<file path="src/hdl/cpu_pkg.sv">
package cpu_pkg;
        localparam int word_width = 16;
        localparam int reg_count = 4;
        localparam int reg_addr_width = $clog2(reg_count);
        localparam int link_reg = 2;            // jal and jrl write here.

        // instruction fields.
        localparam int op_msb = 15;
        localparam int op_lsb = 12;
        localparam int rs_msb = 11;
        localparam int rs_lsb = 10;
        localparam int rt_msb = 9;
        localparam int rt_lsb = 8;
        localparam int rd_msb = 7;
        localparam int rd_lsb = 6;
        localparam int func_msb = 5;
        localparam int func_lsb = 0;
        localparam int imm_msb = 7;
        localparam int imm_lsb = 0;
        localparam int target_msb = 11;
        localparam int target_lsb = 0;

        typedef enum logic [3:0] {
                op_bne = 4'd0, op_beq = 4'd1, op_bgz = 4'd2, op_blz = 4'd3,
                op_adi = 4'd4, op_ori = 4'd5, op_lhi = 4'd6,
                op_lwd = 4'd7, op_swd = 4'd8,
                op_jmp = 4'd9, op_jal = 4'd10,
                op_alu = 4'd15
        } opcode_e;

        typedef enum logic [5:0] {
                fn_add = 6'd0, fn_sub = 6'd1, fn_and = 6'd2, fn_orr = 6'd3,
                fn_not = 6'd4, fn_tcp = 6'd5, fn_shl = 6'd6, fn_shr = 6'd7,
                fn_jpr = 6'd25, fn_jrl = 6'd26, fn_wwd = 6'd28, fn_hlt = 6'd29
        } func_e;

        typedef enum logic [2:0] {
                fetch, fetch_wait, decode, execute, mem_access, mem_wait, write_back, halted
        } state_e;

        // first eight values line up with the R-type function codes.
        typedef enum logic [3:0] {
                alu_add, alu_sub, alu_and, alu_or, alu_not, alu_tcp, alu_shl, alu_shr,
                alu_lhi, alu_pass_b, alu_cmp_ne, alu_cmp_eq, alu_cmp_gz, alu_cmp_lz
        } alu_op_e;

        typedef enum logic [1:0] {dest_rt, dest_rd, dest_link} dest_sel_e;

        localparam logic [1:0] src_b_reg = 2'd0;
        localparam logic [1:0] src_b_one = 2'd1;
        localparam logic [1:0] src_b_sext = 2'd2;
        localparam logic [1:0] src_b_zext = 2'd3;

        localparam logic [1:0] pc_src_alu = 2'd0;       // pc + 1.
        localparam logic [1:0] pc_src_out = 2'd1;       // branch target held in alu_out.
        localparam logic [1:0] pc_src_target = 2'd2;
        localparam logic [1:0] pc_src_reg = 2'd3;
endpackage

</file>
<file path="src/hdl/ctrl_if.sv">
`timescale 1ns/1ps

interface ctrl_if;
        import cpu_pkg::*;

        logic pc_write, pc_write_cond, i_or_d, mem_read, mem_write, ir_write, mdr_write;
        logic reg_write, mem_to_reg, pc_to_reg, alu_src_a;
        dest_sel_e reg_write_dest;
        logic [1:0] alu_src_b, pc_src;
        alu_op_e alu_op;

        modport master (output pc_write, pc_write_cond, i_or_d, mem_read, mem_write,
                ir_write, mdr_write, reg_write, reg_write_dest, mem_to_reg, pc_to_reg,
                alu_src_a, alu_src_b, alu_op, pc_src);
        modport slave (input pc_write, pc_write_cond, i_or_d, mem_read, mem_write,
                ir_write, mdr_write, reg_write, reg_write_dest, mem_to_reg, pc_to_reg,
                alu_src_a, alu_src_b, alu_op, pc_src);
endinterface

</file>
<file path="src/hdl/alu.sv">
`timescale 1ns/1ps

module alu (
        input  logic [cpu_pkg::word_width-1:0] a,
        input  logic [cpu_pkg::word_width-1:0] b,
        input  cpu_pkg::alu_op_e op,
        output logic [cpu_pkg::word_width-1:0] result,
        output logic cond
);
        import cpu_pkg::*;

        localparam int half = word_width / 2;

        always_comb begin
                case (op)
                        alu_cmp_ne: cond = (a != b);
                        alu_cmp_eq: cond = (a == b);
                        alu_cmp_gz: cond = ($signed(a) > 0);
                        alu_cmp_lz: cond = a[word_width-1];
                        default: cond = 1'b0;
                endcase
        end

        always_comb begin
                case (op)
                        alu_add: result = a + b;
                        alu_sub: result = a - b;
                        alu_and: result = a & b;
                        alu_or: result = a | b;
                        alu_not: result = ~a;
                        alu_tcp: result = ~a + 1'b1;
                        alu_shl: result = {a[word_width-2:0], 1'b0};
                        alu_shr: result = {a[word_width-1], a[word_width-1:1]};   // arithmetic.
                        alu_lhi: result = {b[half-1:0], {half{1'b0}}};
                        alu_pass_b: result = b;
                        default: result = {{(word_width-1){1'b0}}, cond};
                endcase
        end
endmodule

</file>
<file path="src/hdl/register_file.sv">
`timescale 1ns/1ps

module register_file (
        input  logic clk,
        input  logic rst,
        input  logic [cpu_pkg::reg_addr_width-1:0] read_addr1,
        input  logic [cpu_pkg::reg_addr_width-1:0] read_addr2,
        output logic [cpu_pkg::word_width-1:0] read_data1,
        output logic [cpu_pkg::word_width-1:0] read_data2,
        input  logic write_en,
        input  logic [cpu_pkg::reg_addr_width-1:0] write_addr,
        input  logic [cpu_pkg::word_width-1:0] write_data
);
        import cpu_pkg::*;

        logic [word_width-1:0] regs [reg_count];

        always_ff @(posedge clk) begin
                if (rst) begin
                        for (int i = 0; i < reg_count; i++)
                                regs[i] <= '0;
                end else if (write_en) begin
                        regs[write_addr] <= write_data;
                end
        end

        assign read_data1 = regs[read_addr1];
        assign read_data2 = regs[read_addr2];
endmodule

</file>
<file path="src/hdl/control_unit.sv">
`timescale 1ns/1ps

module control_unit (
        input  logic clk,
        input  logic rst,
        input  cpu_pkg::opcode_e opcode,
        input  cpu_pkg::func_e func_code,
        ctrl_if.master ctrl,
        output logic new_inst,
        output logic wwd,
        output logic halt
);
        import cpu_pkg::*;

        state_e state, state_next;
        alu_op_e exec_op;
        logic is_rtype, is_itype, is_load, is_store, is_jrel, is_jreg, is_jwrite;
        logic is_branch, is_lhi, is_wwd, is_halt;

        always_comb begin
                is_rtype = 1'b0;
                is_itype = 1'b0;
                is_load = 1'b0;
                is_store = 1'b0;
                is_jrel = 1'b0;
                is_jreg = 1'b0;
                is_jwrite = 1'b0;
                is_branch = 1'b0;
                is_lhi = 1'b0;
                is_wwd = 1'b0;
                is_halt = 1'b0;
                exec_op = alu_add;
                case (opcode)
                        op_adi, op_lwd, op_swd: begin
                                is_itype = 1'b1;
                                is_load = (opcode == op_lwd);
                                is_store = (opcode == op_swd);
                        end
                        op_ori: begin
                                is_itype = 1'b1;
                                exec_op = alu_or;
                        end
                        op_lhi: begin
                                is_itype = 1'b1;
                                is_lhi = 1'b1;
                                exec_op = alu_lhi;
                        end
                        op_bne, op_beq, op_bgz, op_blz: begin
                                is_branch = 1'b1;
                                exec_op = alu_op_e'(4'(alu_cmp_ne) + 4'(opcode));
                        end
                        op_jmp, op_jal: begin
                                is_jrel = 1'b1;
                                is_jwrite = (opcode == op_jal);
                        end
                        op_alu: begin
                                case (func_code)
                                        fn_add, fn_sub, fn_and, fn_orr,
                                        fn_not, fn_tcp, fn_shl, fn_shr: begin
                                                is_rtype = 1'b1;
                                                exec_op = alu_op_e'({1'b0, func_code[2:0]});
                                        end
                                        fn_jpr, fn_jrl: begin
                                                is_jreg = 1'b1;
                                                is_jwrite = (func_code == fn_jrl);
                                        end
                                        fn_wwd: is_wwd = 1'b1;
                                        fn_hlt: is_halt = 1'b1;
                                        default: ;
                                endcase
                        end
                        default: ;
                endcase
        end

        always_comb begin
                case (state)
                        fetch: state_next = fetch_wait;
                        fetch_wait: state_next = decode;
                        decode: state_next = is_halt ? halted : execute;
                        execute: begin
                                if (is_load || is_store)
                                        state_next = mem_access;
                                else if (is_rtype || is_itype)
                                        state_next = write_back;
                                else
                                        state_next = fetch;
                        end
                        mem_access: state_next = is_load ? mem_wait : fetch;
                        mem_wait: state_next = write_back;
                        write_back: state_next = fetch;
                        default: state_next = halted;
                endcase
        end

        always_ff @(posedge clk) begin
                if (rst)
                        state <= fetch;
                else
                        state <= state_next;
        end

        always_comb begin
                ctrl.pc_write = 1'b0;
                ctrl.pc_write_cond = 1'b0;
                ctrl.i_or_d = 1'b0;
                ctrl.mem_read = 1'b0;
                ctrl.mem_write = 1'b0;
                ctrl.ir_write = 1'b0;
                ctrl.mdr_write = 1'b0;
                ctrl.reg_write = 1'b0;
                ctrl.reg_write_dest = dest_rd;
                ctrl.mem_to_reg = 1'b0;
                ctrl.pc_to_reg = 1'b0;
                ctrl.alu_src_a = 1'b0;
                ctrl.alu_src_b = src_b_reg;
                ctrl.alu_op = alu_add;
                ctrl.pc_src = pc_src_alu;
                new_inst = (state == fetch);
                wwd = 1'b0;
                halt = 1'b0;
                case (state)
                        fetch: ctrl.mem_read = 1'b1;
                        fetch_wait: begin               // ir capture and pc + 1.
                                ctrl.ir_write = 1'b1;
                                ctrl.pc_write = 1'b1;
                                ctrl.alu_src_b = src_b_one;
                        end
                        decode: begin                   // branch target into alu_out.
                                ctrl.alu_src_b = src_b_sext;
                                halt = is_halt;
                        end
                        execute: begin
                                ctrl.alu_src_a = 1'b1;
                                ctrl.alu_op = exec_op;
                                if (is_itype)
                                        ctrl.alu_src_b = (is_lhi || exec_op == alu_or) ?
                                                src_b_zext : src_b_sext;
                                ctrl.pc_write_cond = is_branch;
                                ctrl.pc_write = is_jrel || is_jreg;
                                if (is_branch)
                                        ctrl.pc_src = pc_src_out;
                                else
                                        ctrl.pc_src = is_jreg ? pc_src_reg : pc_src_target;
                                ctrl.reg_write = is_jwrite;
                                ctrl.reg_write_dest = dest_link;
                                ctrl.pc_to_reg = 1'b1;
                                wwd = is_wwd;
                        end
                        mem_access: begin
                                ctrl.i_or_d = 1'b1;
                                ctrl.mem_read = is_load;
                                ctrl.mem_write = is_store;
                        end
                        mem_wait: ctrl.mdr_write = 1'b1;
                        write_back: begin
                                ctrl.reg_write = 1'b1;
                                ctrl.reg_write_dest = is_itype ? dest_rt : dest_rd;
                                ctrl.mem_to_reg = is_load;
                        end
                        default: ;
                endcase
        end

        assert property (@(posedge clk) disable iff (rst) !(ctrl.mem_read && ctrl.mem_write));
endmodule

</file>
<file path="src/hdl/datapath.sv">
`timescale 1ns/1ps

module datapath (
        input  logic clk,
        input  logic rst,
        ctrl_if.slave ctrl,
        output cpu_pkg::opcode_e opcode,
        output cpu_pkg::func_e func_code,
        output logic [cpu_pkg::word_width-1:0] wwd_value,
        output logic [cpu_pkg::word_width-1:0] mem_addr,
        output logic mem_read,
        output logic mem_write,
        output logic [cpu_pkg::word_width-1:0] mem_wdata,
        input  logic [cpu_pkg::word_width-1:0] mem_rdata
);
        import cpu_pkg::*;

        localparam int imm_pad = word_width - (imm_msb - imm_lsb + 1);

        logic [word_width-1:0] pc, ir, mdr, a_reg, b_reg, alu_out;
        logic [word_width-1:0] rd_data1, rd_data2, alu_a, alu_b, alu_result;
        logic [word_width-1:0] wb_data, next_pc, imm_sext, imm_zext;
        logic [reg_addr_width-1:0] wb_addr;
        logic alu_cond;

        assign opcode = opcode_e'(ir[op_msb:op_lsb]);
        assign func_code = func_e'(ir[func_msb:func_lsb]);
        assign imm_sext = {{imm_pad{ir[imm_msb]}}, ir[imm_msb:imm_lsb]};
        assign imm_zext = {{imm_pad{1'b0}}, ir[imm_msb:imm_lsb]};

        assign alu_a = ctrl.alu_src_a ? a_reg : pc;
        always_comb begin
                case (ctrl.alu_src_b)
                        src_b_reg: alu_b = b_reg;
                        src_b_one: alu_b = word_width'(1);
                        src_b_sext: alu_b = imm_sext;
                        default: alu_b = imm_zext;
                endcase
        end

        always_comb begin
                case (ctrl.pc_src)
                        pc_src_alu: next_pc = alu_result;
                        pc_src_out: next_pc = alu_out;
                        pc_src_target: next_pc = {pc[word_width-1:target_msb+1],
                                ir[target_msb:target_lsb]};
                        default: next_pc = a_reg;
                endcase
        end

        always_comb begin
                case (ctrl.reg_write_dest)
                        dest_rt: wb_addr = ir[rt_msb:rt_lsb];
                        dest_rd: wb_addr = ir[rd_msb:rd_lsb];
                        default: wb_addr = reg_addr_width'(link_reg);
                endcase
        end

        // pc already holds pc + 1 when jal or jrl reaches execute.
        assign wb_data = ctrl.pc_to_reg ? pc : (ctrl.mem_to_reg ? mdr : alu_out);

        always_ff @(posedge clk) begin
                if (rst)
                        pc <= '0;
                else if (ctrl.pc_write || (ctrl.pc_write_cond && alu_cond))
                        pc <= next_pc;
        end

        always_ff @(posedge clk) begin
                if (ctrl.ir_write)
                        ir <= mem_rdata;
                if (ctrl.mdr_write)
                        mdr <= mem_rdata;
                a_reg <= rd_data1;
                b_reg <= rd_data2;
                alu_out <= alu_result;
        end

        assign mem_addr = ctrl.i_or_d ? alu_out : pc;
        assign mem_read = ctrl.mem_read;
        assign mem_write = ctrl.mem_write;
        assign mem_wdata = b_reg;                       // rt holds the store data.
        assign wwd_value = a_reg;

        register_file u_regs (
                .clk(clk), .rst(rst),
                .read_addr1(ir[rs_msb:rs_lsb]), .read_addr2(ir[rt_msb:rt_lsb]),
                .read_data1(rd_data1), .read_data2(rd_data2),
                .write_en(ctrl.reg_write), .write_addr(wb_addr), .write_data(wb_data)
        );

        alu u_alu (.a(alu_a), .b(alu_b), .op(ctrl.alu_op), .result(alu_result), .cond(alu_cond));

        assert property (@(posedge clk) disable iff (rst) !(ctrl.ir_write && ctrl.mdr_write));
endmodule

</file>
<file path="src/hdl/output_port.sv">
`timescale 1ns/1ps

module output_port (
        input  logic clk,
        input  logic rst,
        input  logic new_inst,
        input  logic wwd,
        input  logic halt,
        input  logic [cpu_pkg::word_width-1:0] wwd_value,
        output logic [cpu_pkg::word_width-1:0] output_value,
        output logic output_valid,
        output logic halted,
        output logic [cpu_pkg::word_width-1:0] num_inst
);
        always_ff @(posedge clk) begin
                if (rst) begin
                        output_valid <= 1'b0;
                        halted <= 1'b0;
                        num_inst <= '0;
                end else begin
                        output_valid <= wwd;
                        if (halt)
                                halted <= 1'b1;                 // held until reset.
                        if (new_inst)
                                num_inst <= num_inst + 1'b1;
                end
        end

        always_ff @(posedge clk) begin
                if (wwd)
                        output_value <= wwd_value;
        end

        assert property (@(posedge clk) disable iff (rst) halted |-> !new_inst);
endmodule

</file>
<file path="src/hdl/cpu_top.sv">
`timescale 1ns/1ps

module cpu_top (
        input  logic clk,
        input  logic rst,
        output logic [cpu_pkg::word_width-1:0] mem_addr,
        output logic mem_read,
        output logic mem_write,
        output logic [cpu_pkg::word_width-1:0] mem_wdata,
        input  logic [cpu_pkg::word_width-1:0] mem_rdata,
        output logic [cpu_pkg::word_width-1:0] output_value,
        output logic output_valid,
        output logic halted,
        output logic [cpu_pkg::word_width-1:0] num_inst
);
        import cpu_pkg::*;

        opcode_e opcode;
        func_e func_code;
        logic new_inst, wwd, halt;
        logic [word_width-1:0] wwd_value;

        ctrl_if ctrl ();

        control_unit u_ctrl (
                .clk(clk), .rst(rst), .opcode(opcode), .func_code(func_code),
                .ctrl(ctrl.master), .new_inst(new_inst), .wwd(wwd), .halt(halt)
        );

        datapath u_dp (
                .clk(clk), .rst(rst), .ctrl(ctrl.slave),
                .opcode(opcode), .func_code(func_code), .wwd_value(wwd_value),
                .mem_addr(mem_addr), .mem_read(mem_read), .mem_write(mem_write),
                .mem_wdata(mem_wdata), .mem_rdata(mem_rdata)
        );

        output_port u_out (
                .clk(clk), .rst(rst), .new_inst(new_inst), .wwd(wwd), .halt(halt),
                .wwd_value(wwd_value), .output_value(output_value),
                .output_valid(output_valid), .halted(halted), .num_inst(num_inst)
        );
endmodule

</file>
<file path="config.mk">
export PLATFORM = sky130hd
export DESIGN_NAME = cpu_top
export DESIGN_NICKNAME = d
export VERILOG_FILES = /design/src/hdl/cpu_pkg.sv /design/src/hdl/ctrl_if.sv /design/src/hdl/alu.sv /design/src/hdl/register_file.sv /design/src/hdl/control_unit.sv /design/src/hdl/datapath.sv /design/src/hdl/output_port.sv /design/src/hdl/cpu_top.sv
export SDC_FILE = /design/constraint.sdc
export NUM_CORES = 1
export LEC_CHECK = 0
export ABC_CLOCK_PERIOD_IN_PS = 10400
export BUFFER_PORTS_ARGS = -buffer_cell sky130_fd_sc_hd__buf_4
export CORE_UTILIZATION = 55
export CTS_CLUSTER_DIAMETER = 30
export DETAILED_ROUTE_END_ITERATION = 8
export PLACE_DENSITY = 0.81
export SETUP_SLACK_MARGIN = 0.15
export SLEW_MARGIN = 30
export SYNTH_ARGS = -nofsm -noshare
export SYNTH_HDL_FRONTEND = slang
export SYNTH_SLANG_ARGS = --single-unit
export TNS_END_PERCENT = 1
</file>
<file path="constraint.sdc">
create_clock -name clk -period 10.4 [get_ports clk]
set_input_delay 0.52 -clock clk [delete_from_list [all_inputs] [get_ports clk]]
set_output_delay 0.52 -clock clk [all_outputs]
set_load 0.05 [all_outputs]
</file>
# After elaboration in Yosys (flattened, before gate mapping)
# Memory sizes are Yosys's and may differ from the RTL's. A register that Yosys moved wholly into a read port is not among the register bits.
# Index checks and enable logic that the tools add are counted.
classes:
  add_sub_neg: 5
  magnitude_cmp: 1
  n_eq_ne: 49
  mux: 61
  bitwise: 4
  n_reduce_logical: 21
op_table:
  columns: ["cell", "count"]
  rows:
  - ["case mux 16 bit (10 select lines)", 1]
  - ["case mux 16 bit (3 select lines)", 2]
  - ["2-to-1 mux 16 bit", 5]
  - ["== test 4 bit (second input constant)", 10]
  - ["2-to-1 mux 1 bit", 33]
  - ["adder 16 x 1 -> 16 bit (second input constant)", 2]
  - ["== test 4 x 3 -> 1 bit (second input constant)", 8]
  - ["== test 6 x 3 -> 1 bit (second input constant)", 4]
  - ["== test 6 x 5 -> 1 bit (second input constant)", 4]
  - ["case mux 3 bit (7 select lines)", 1]
  - ["== test 4 x 2 -> 1 bit (second input constant)", 5]
  - ["adder 16 bit", 1]
  - ["AND 16 bit", 1]
  - ["== test 16 bit", 1]
  - ["> comparator 16 x 1 -> 1 bit (second input constant)", 1]
  - ["inequality test 16 bit", 1]
  - ["NOT 16 bit", 1]
  - ["OR 16 bit", 1]
  - ["case mux 4 bit (4 select lines)", 1]
  - ["OR reduction 16 bit", 1]
  - ["subtractor 16 bit", 1]
  - ["2-to-1 mux 3 bit", 5]
  - ["== test 6 x 2 -> 1 bit (second input constant)", 2]
  - ["== test 3 bit (second input constant)", 3]
  - ["26 further kinds", 46]
totals:
  ff_bits: 101
  mem_bits_rw: 64
  elab_cells: 152
  n_memories: 1
memory_table:
  columns: ["name", "words", "word_bits", "read_ports", "rd_clocked_by_memory_dff", "write_ports", "line_no", "source"]
  rows:
  - ["u_dp.u_regs.regs", 4, 16, 2, 2, 4, "register_file.sv:16", "logic [word_width-1:0] regs [reg_count];"]

# Logic depth before layout (Yosys ltp)
depth:
  word_depth: 16
  ltp_mapped: 20
  depth_no_buf: 18

# By module
# A second synthesis with hierarchy kept.
unflattened:
  hier_cells: 1212
  area_unflattened_um2: 12565.8
by_module_without_submodules:
  columns: ["mod", "instances", "cells_each", "area_each_um2", "seq_area_each_um2"]
  rows:
  - ["datapath", 1, 317, 3878.7, 2242.2]
  - ["alu", 1, 511, 3537.1, 0.0]
  - ["register_file", 1, 182, 3229.3, 1921.8]
  - ["output_port", 1, 104, 1291.2, 840.8]
  - ["control_unit", 1, 98, 629.4, 60.1]

# Worst setup path before layout
# OpenSTA, ideal clock, no wires.
synth_path:
  path_kind: "register to register"
  start: "register u_dp.ir[14]"
  end: "register u_dp.pc[12]"
  setup_ps: 116
  t_arrival_ps: 4610
  path_slack_ps: 5674
  stages_incl_launch_ff: 17
  n_path_buf: 1
  period_less_slack_ps: 4726
  path_cell_list: "edfxtp_1 -> buf_2 -> or4b_4 -> and3_1 -> a22o_1 -> a22oi_1 -> inv_1 -> ha_1 -> or4b_2 -> nor4_1 -> xnor2_1 -> o21ai_1 -> nand3_1 -> o21ai_2 -> a21oi_1 -> a32o_1 -> a31o_2"
synth_via:
  elab_chain_len: 15
synth_rtl:
  columns: ["element", "line_no", "source"]
  rows:
  - ["start, declared", "datapath.sv:20", "logic [word_width-1:0] pc, ir, mdr, a_reg, b_reg, alu_out;"]
  - ["start signal, assigned", "datapath.sv:71", "ir <= mem_rdata;"]
  - ["branches (longest 15 deep; another with subtractor 16 bit)", null, null]
  - ["end signal, assigned", "datapath.sv:66", "pc <= next_pc;"]
  - ["end, declared", "datapath.sv:20", null]
# Parallel ways; which one is timed is not known.
# A chain may end at the register's enable or synchronous reset.

# Worst setup path after layout
layout_path:
  start: "register u_ctrl.state[1]"
  end: "register u_dp.pc[12]"
layout_via:
  elab_chain_len: 9
layout_rtl:
  columns: ["element", "line_no", "source"]
  rows:
  - ["start, declared", "control_unit.sv:15", "state_e state, state_next;"]
  - ["start signal, assigned", "control_unit.sv:98", "state <= fetch;"]
  - ["start signal, assigned", "control_unit.sv:100", "state <= state_next;"]
  - ["branches (longest 9 deep; another with subtractor 16 bit)", null, null]
# Parallel ways; which one is timed is not known.

==> flow_metrics.py <==
metrics = {
    "critical_path": {
        "cp_common_cell": "buf_4",
        "rr_startpoint": "u_ctrl.state[1]",
        "crit_arrival_ns": 6.37,
        "crit_path_max_incr_delay_ns": 0.89,
        "cp_max_fo": 66,
        "end_kind": "flop",
        "critPathSlowestCell": "dfxtp_1",
        "critical_path_class": "flop to flop",
        "worstPathRequired_ns": 10.78,
        "path_cells": "and3b_2 -> buf_4 -> mux2i_1 -> inv_1 -> ha_1 -> or4b_2 -> nor4_1 -> xnor2_1 -> o21ai_1 -> nand3_1 -> o21ai_2 -> buf_4 -> nor2b_1 -> a32o_1 -> a31o_2",
        "startpoint_type": "flop",
        "startpoint": "u_ctrl.state[1]",
    },
    "global_routing": {
        "grt_pass1_wl_um": 58600,
        "grt_overflow": 0,
        "grt_max_degree": 67,
        "grt_pass1_vias": 9732,
        "gr-usage-all-layers": 0.354,
        "antenna_found_initial": 0,
    },
    "floorplan": {
        "fp.dieW_um": 150,
        "die_h_um": 150,
        "core_area_mm2": 0.0212,
        "pin_count": 86,
        "num_rows": 53,
        "die_area_mm2": 0.0224,
        "start_util": 0.566,
    },
    "clocking": {
        "cts.sinks": 197,
        "clk_pin_slew_worst_paths_ns": 0.07,
        "cts_tree": "yes",
        "h-tree-depth": 4,
        "postCtsResizedCells": 0,
        "cts-buffers-inserted": 17,
        "clk_latency_ns": 0.44,
        "postCtsSetupBuffers": 0,
        "clock_path_buffers": 2,
        "hold_buffers": 0,
        "cts_root_buffer": "clkbuf_16",
    },
    "routing": {
        "drtAntennaViolNets": 0,
        "avgViaCountPerCell": 6.72,
        "wl_per_cell_um": 25.2,
        "drt_pass1_iterations": 6,
        "drtIter0Drc": 1370,
        "wirelength_um": 39000,
        "route.detailed.drc": 0,
        "num_vias": 10406,
    },
    "run": {
        "drv_cap": 0,
    },
    "sta": {
        "final_hold_viol_count": 0,
        "finalCriticalPeriod_ns": 5.99,
        "rsz0062_at_grt": "false",
        "fin_tns_setup_ns": 0,
        "fmax_mhz": 167,
        "skew_ns": 0.0106,
        "fin_crit_sh": 0.576,
        "setup_viol": 0,
        "maxSlewViolCount": 0,
        "worst_slew_pin_slew_ns": 0.983,
        "maxSlewHeadroom": 0.345,
    },
    "cells_and_area": {
        "drive_above_1_share": 0.188,
        "final_cell_mix": "162 x nor2_1, 112 x edfxtp_1, 104 x buf_4, 87 x a21oi_1, 85 x dfxtp_1",
        "regArea_mm2": 0.00506,
        "n_fill_cell": 1679,
        "final_nets": 1331,
        "multi_input_area_mm2": 0.00639,
        "layout_commonest_cell": "nor2_1",
        "antenna_cells": 0,
        "stdcell_count": 1549,
        "area_growth_pct": 11.6,
    },
    "yosys": {
        "synthCells": 1213,
        "synth_edf_count": 112,
        "yosysWarnings": 0,
        "synthArstFlopShare": 0,
        "ys_seq_area_frac": 0.421,
        "yosysTopAreaCellShare": 0.280,
        "syn_area_mm2": 0.0120,
        "syn-num-nets": 1283,
        "synth_seq_cells": 197,
        "ys_types": 95,
        "synth_area_per_cell_um2": 9.91,
        "synth_ff_type": "edfxtp_1",
        "synth.largest_area_cell": "edfxtp_1",
        "netlist_top_cells_area": "edfxtp_1 28%, dfxtp_1 14%, mux4_2 6.0%",
    },
    "placement": {
        "numPortBuffers": 85,
        "gp_congestion": 1.01,
        "placed_cells_incl_taps": 1517,
        "hpwl_um": 28500,
    },
    "power_and_ir_drop": {
        "power.leakage_nw": 5.28,
        "power_density_mw_per_mm2": 165,
        "ir_worst_vdd_mv": 0.143,
    },
    "hold_path": {
        "hp-class": "input pin to flop",
        "worst_hold_startpoint": "mem_rdata[11]",
    },
    "run_status": {
        "outcome": "finished, final reports clean",
    },
}
==> cell usage after synthesis, types with 13 or more instances <==
library cell  count
a221oi_1         14
o21ai_0          36
xnor2_1          20
a21oi_1          87
inv_1            67
mux2i_1          42
xor2_1           13
o22ai_1          23
or2_2            19
ha_1             50
mux2_2           16
clkbuf_1         53
buf_2            13
dfxtp_1          85
nor3_1           26
nand2b_1         19
nand2_1          49
nor2_1          162
nand3_1          34
edfxtp_1        112
mux4_2           32
==> per-stage QoR <==
stage	hold WS [ns]	cell area, um2	total power, mW	setup WS [ns]	util
2_1_floorplan	0.431	12000	1.37	5.67	-
3_3_place_gp	0.434	12800	1.56	4.86	0.605
3_5_place_dp	0.449	12900	1.57	4.69	0.606
4_1_cts	0.261	13400	2.19	4.63	0.632
5_1_grt	0.259	13400	2.28	4.21	0.632
6_report	0.267	13400	2.21	4.41	0.632
==> layer usage <==
layer  global-route usage  up-vias  routed length, um
li1                     -     4602                  -
met1                0.486     5035              15200
met2                0.559      669              18100
met3               0.0494      100               4060
met4                0.156        0               1620
met5                    0        -                  0
==> sequential cells by signal, summed over array words and instances (netlist names), 3 cells and up <==
| register | count |
|---|---|
| u_dp.ir | 16 |
| u_dp.pc | 16 |
| u_dp.wwd_value | 16 |
| u_ctrl.state | 3 |
| u_dp.u_regs.regs | 64 |
| u_dp.mem_wdata | 16 |
| u_dp.alu_out | 16 |
| u_dp.mdr | 16 |
| u_out.output_value | 16 |
| u_out.num_inst | 16 |
==> critical path: cells and delay by family (launching register included) <==
family | cells | cell delay [ns]
and+or+nand+nor | 5 | 2.00
buffers and inverters | 3 | 1.07
DFF | 1 | 0.89
muxes | 1 | 0.76
AOI/OAI and AO/OA | 4 | 0.66
adders and majority gates | 1 | 0.37
xor gates and xnor gates | 1 | 0.15
==> final cells by class <==
| class | instances | share of cell area |
|---|---|---|
| clock buffers | 19 | 0.0323 |
| clock inverters | 13 | 0.00858 |
| inverters | 69 | 0.0193 |
| multi-input cells | 870 | 0.477 |
| flip-flops and latches | 197 | 0.378 |
| well taps | 275 | 0.0256 |
| repair buffers | 106 | 0.0602 |
==> logic make-up after synthesis <==
family,share of synthesized area
simple gates,0.161
compound gates,0.175
flops,0.421
buf+inv,0.0482
mux,0.114
fa+ha+maj,0.0562
xor+xnor,0.0240
==> final timing paths <==
kind / cells after the start / slack, ns / to
hold / removal: 1 / 0.27 / u_dp.mdr[11]
setup / recovery: 15 / 4.41 / u_dp.pc[12]
setup reg to reg: 15 / 4.41 / u_dp.pc[12]
hold reg to reg: 2 / 0.46 / u_out.halted
==> report_power, final <==
group	total (mW)	switching (mW)	internal [mW]
sequential	0.958	0.0782	0.879
combinational	0.629	0.404	0.225
clock	0.623	0.308	0.315
Power figures use the tool's default switching activity.
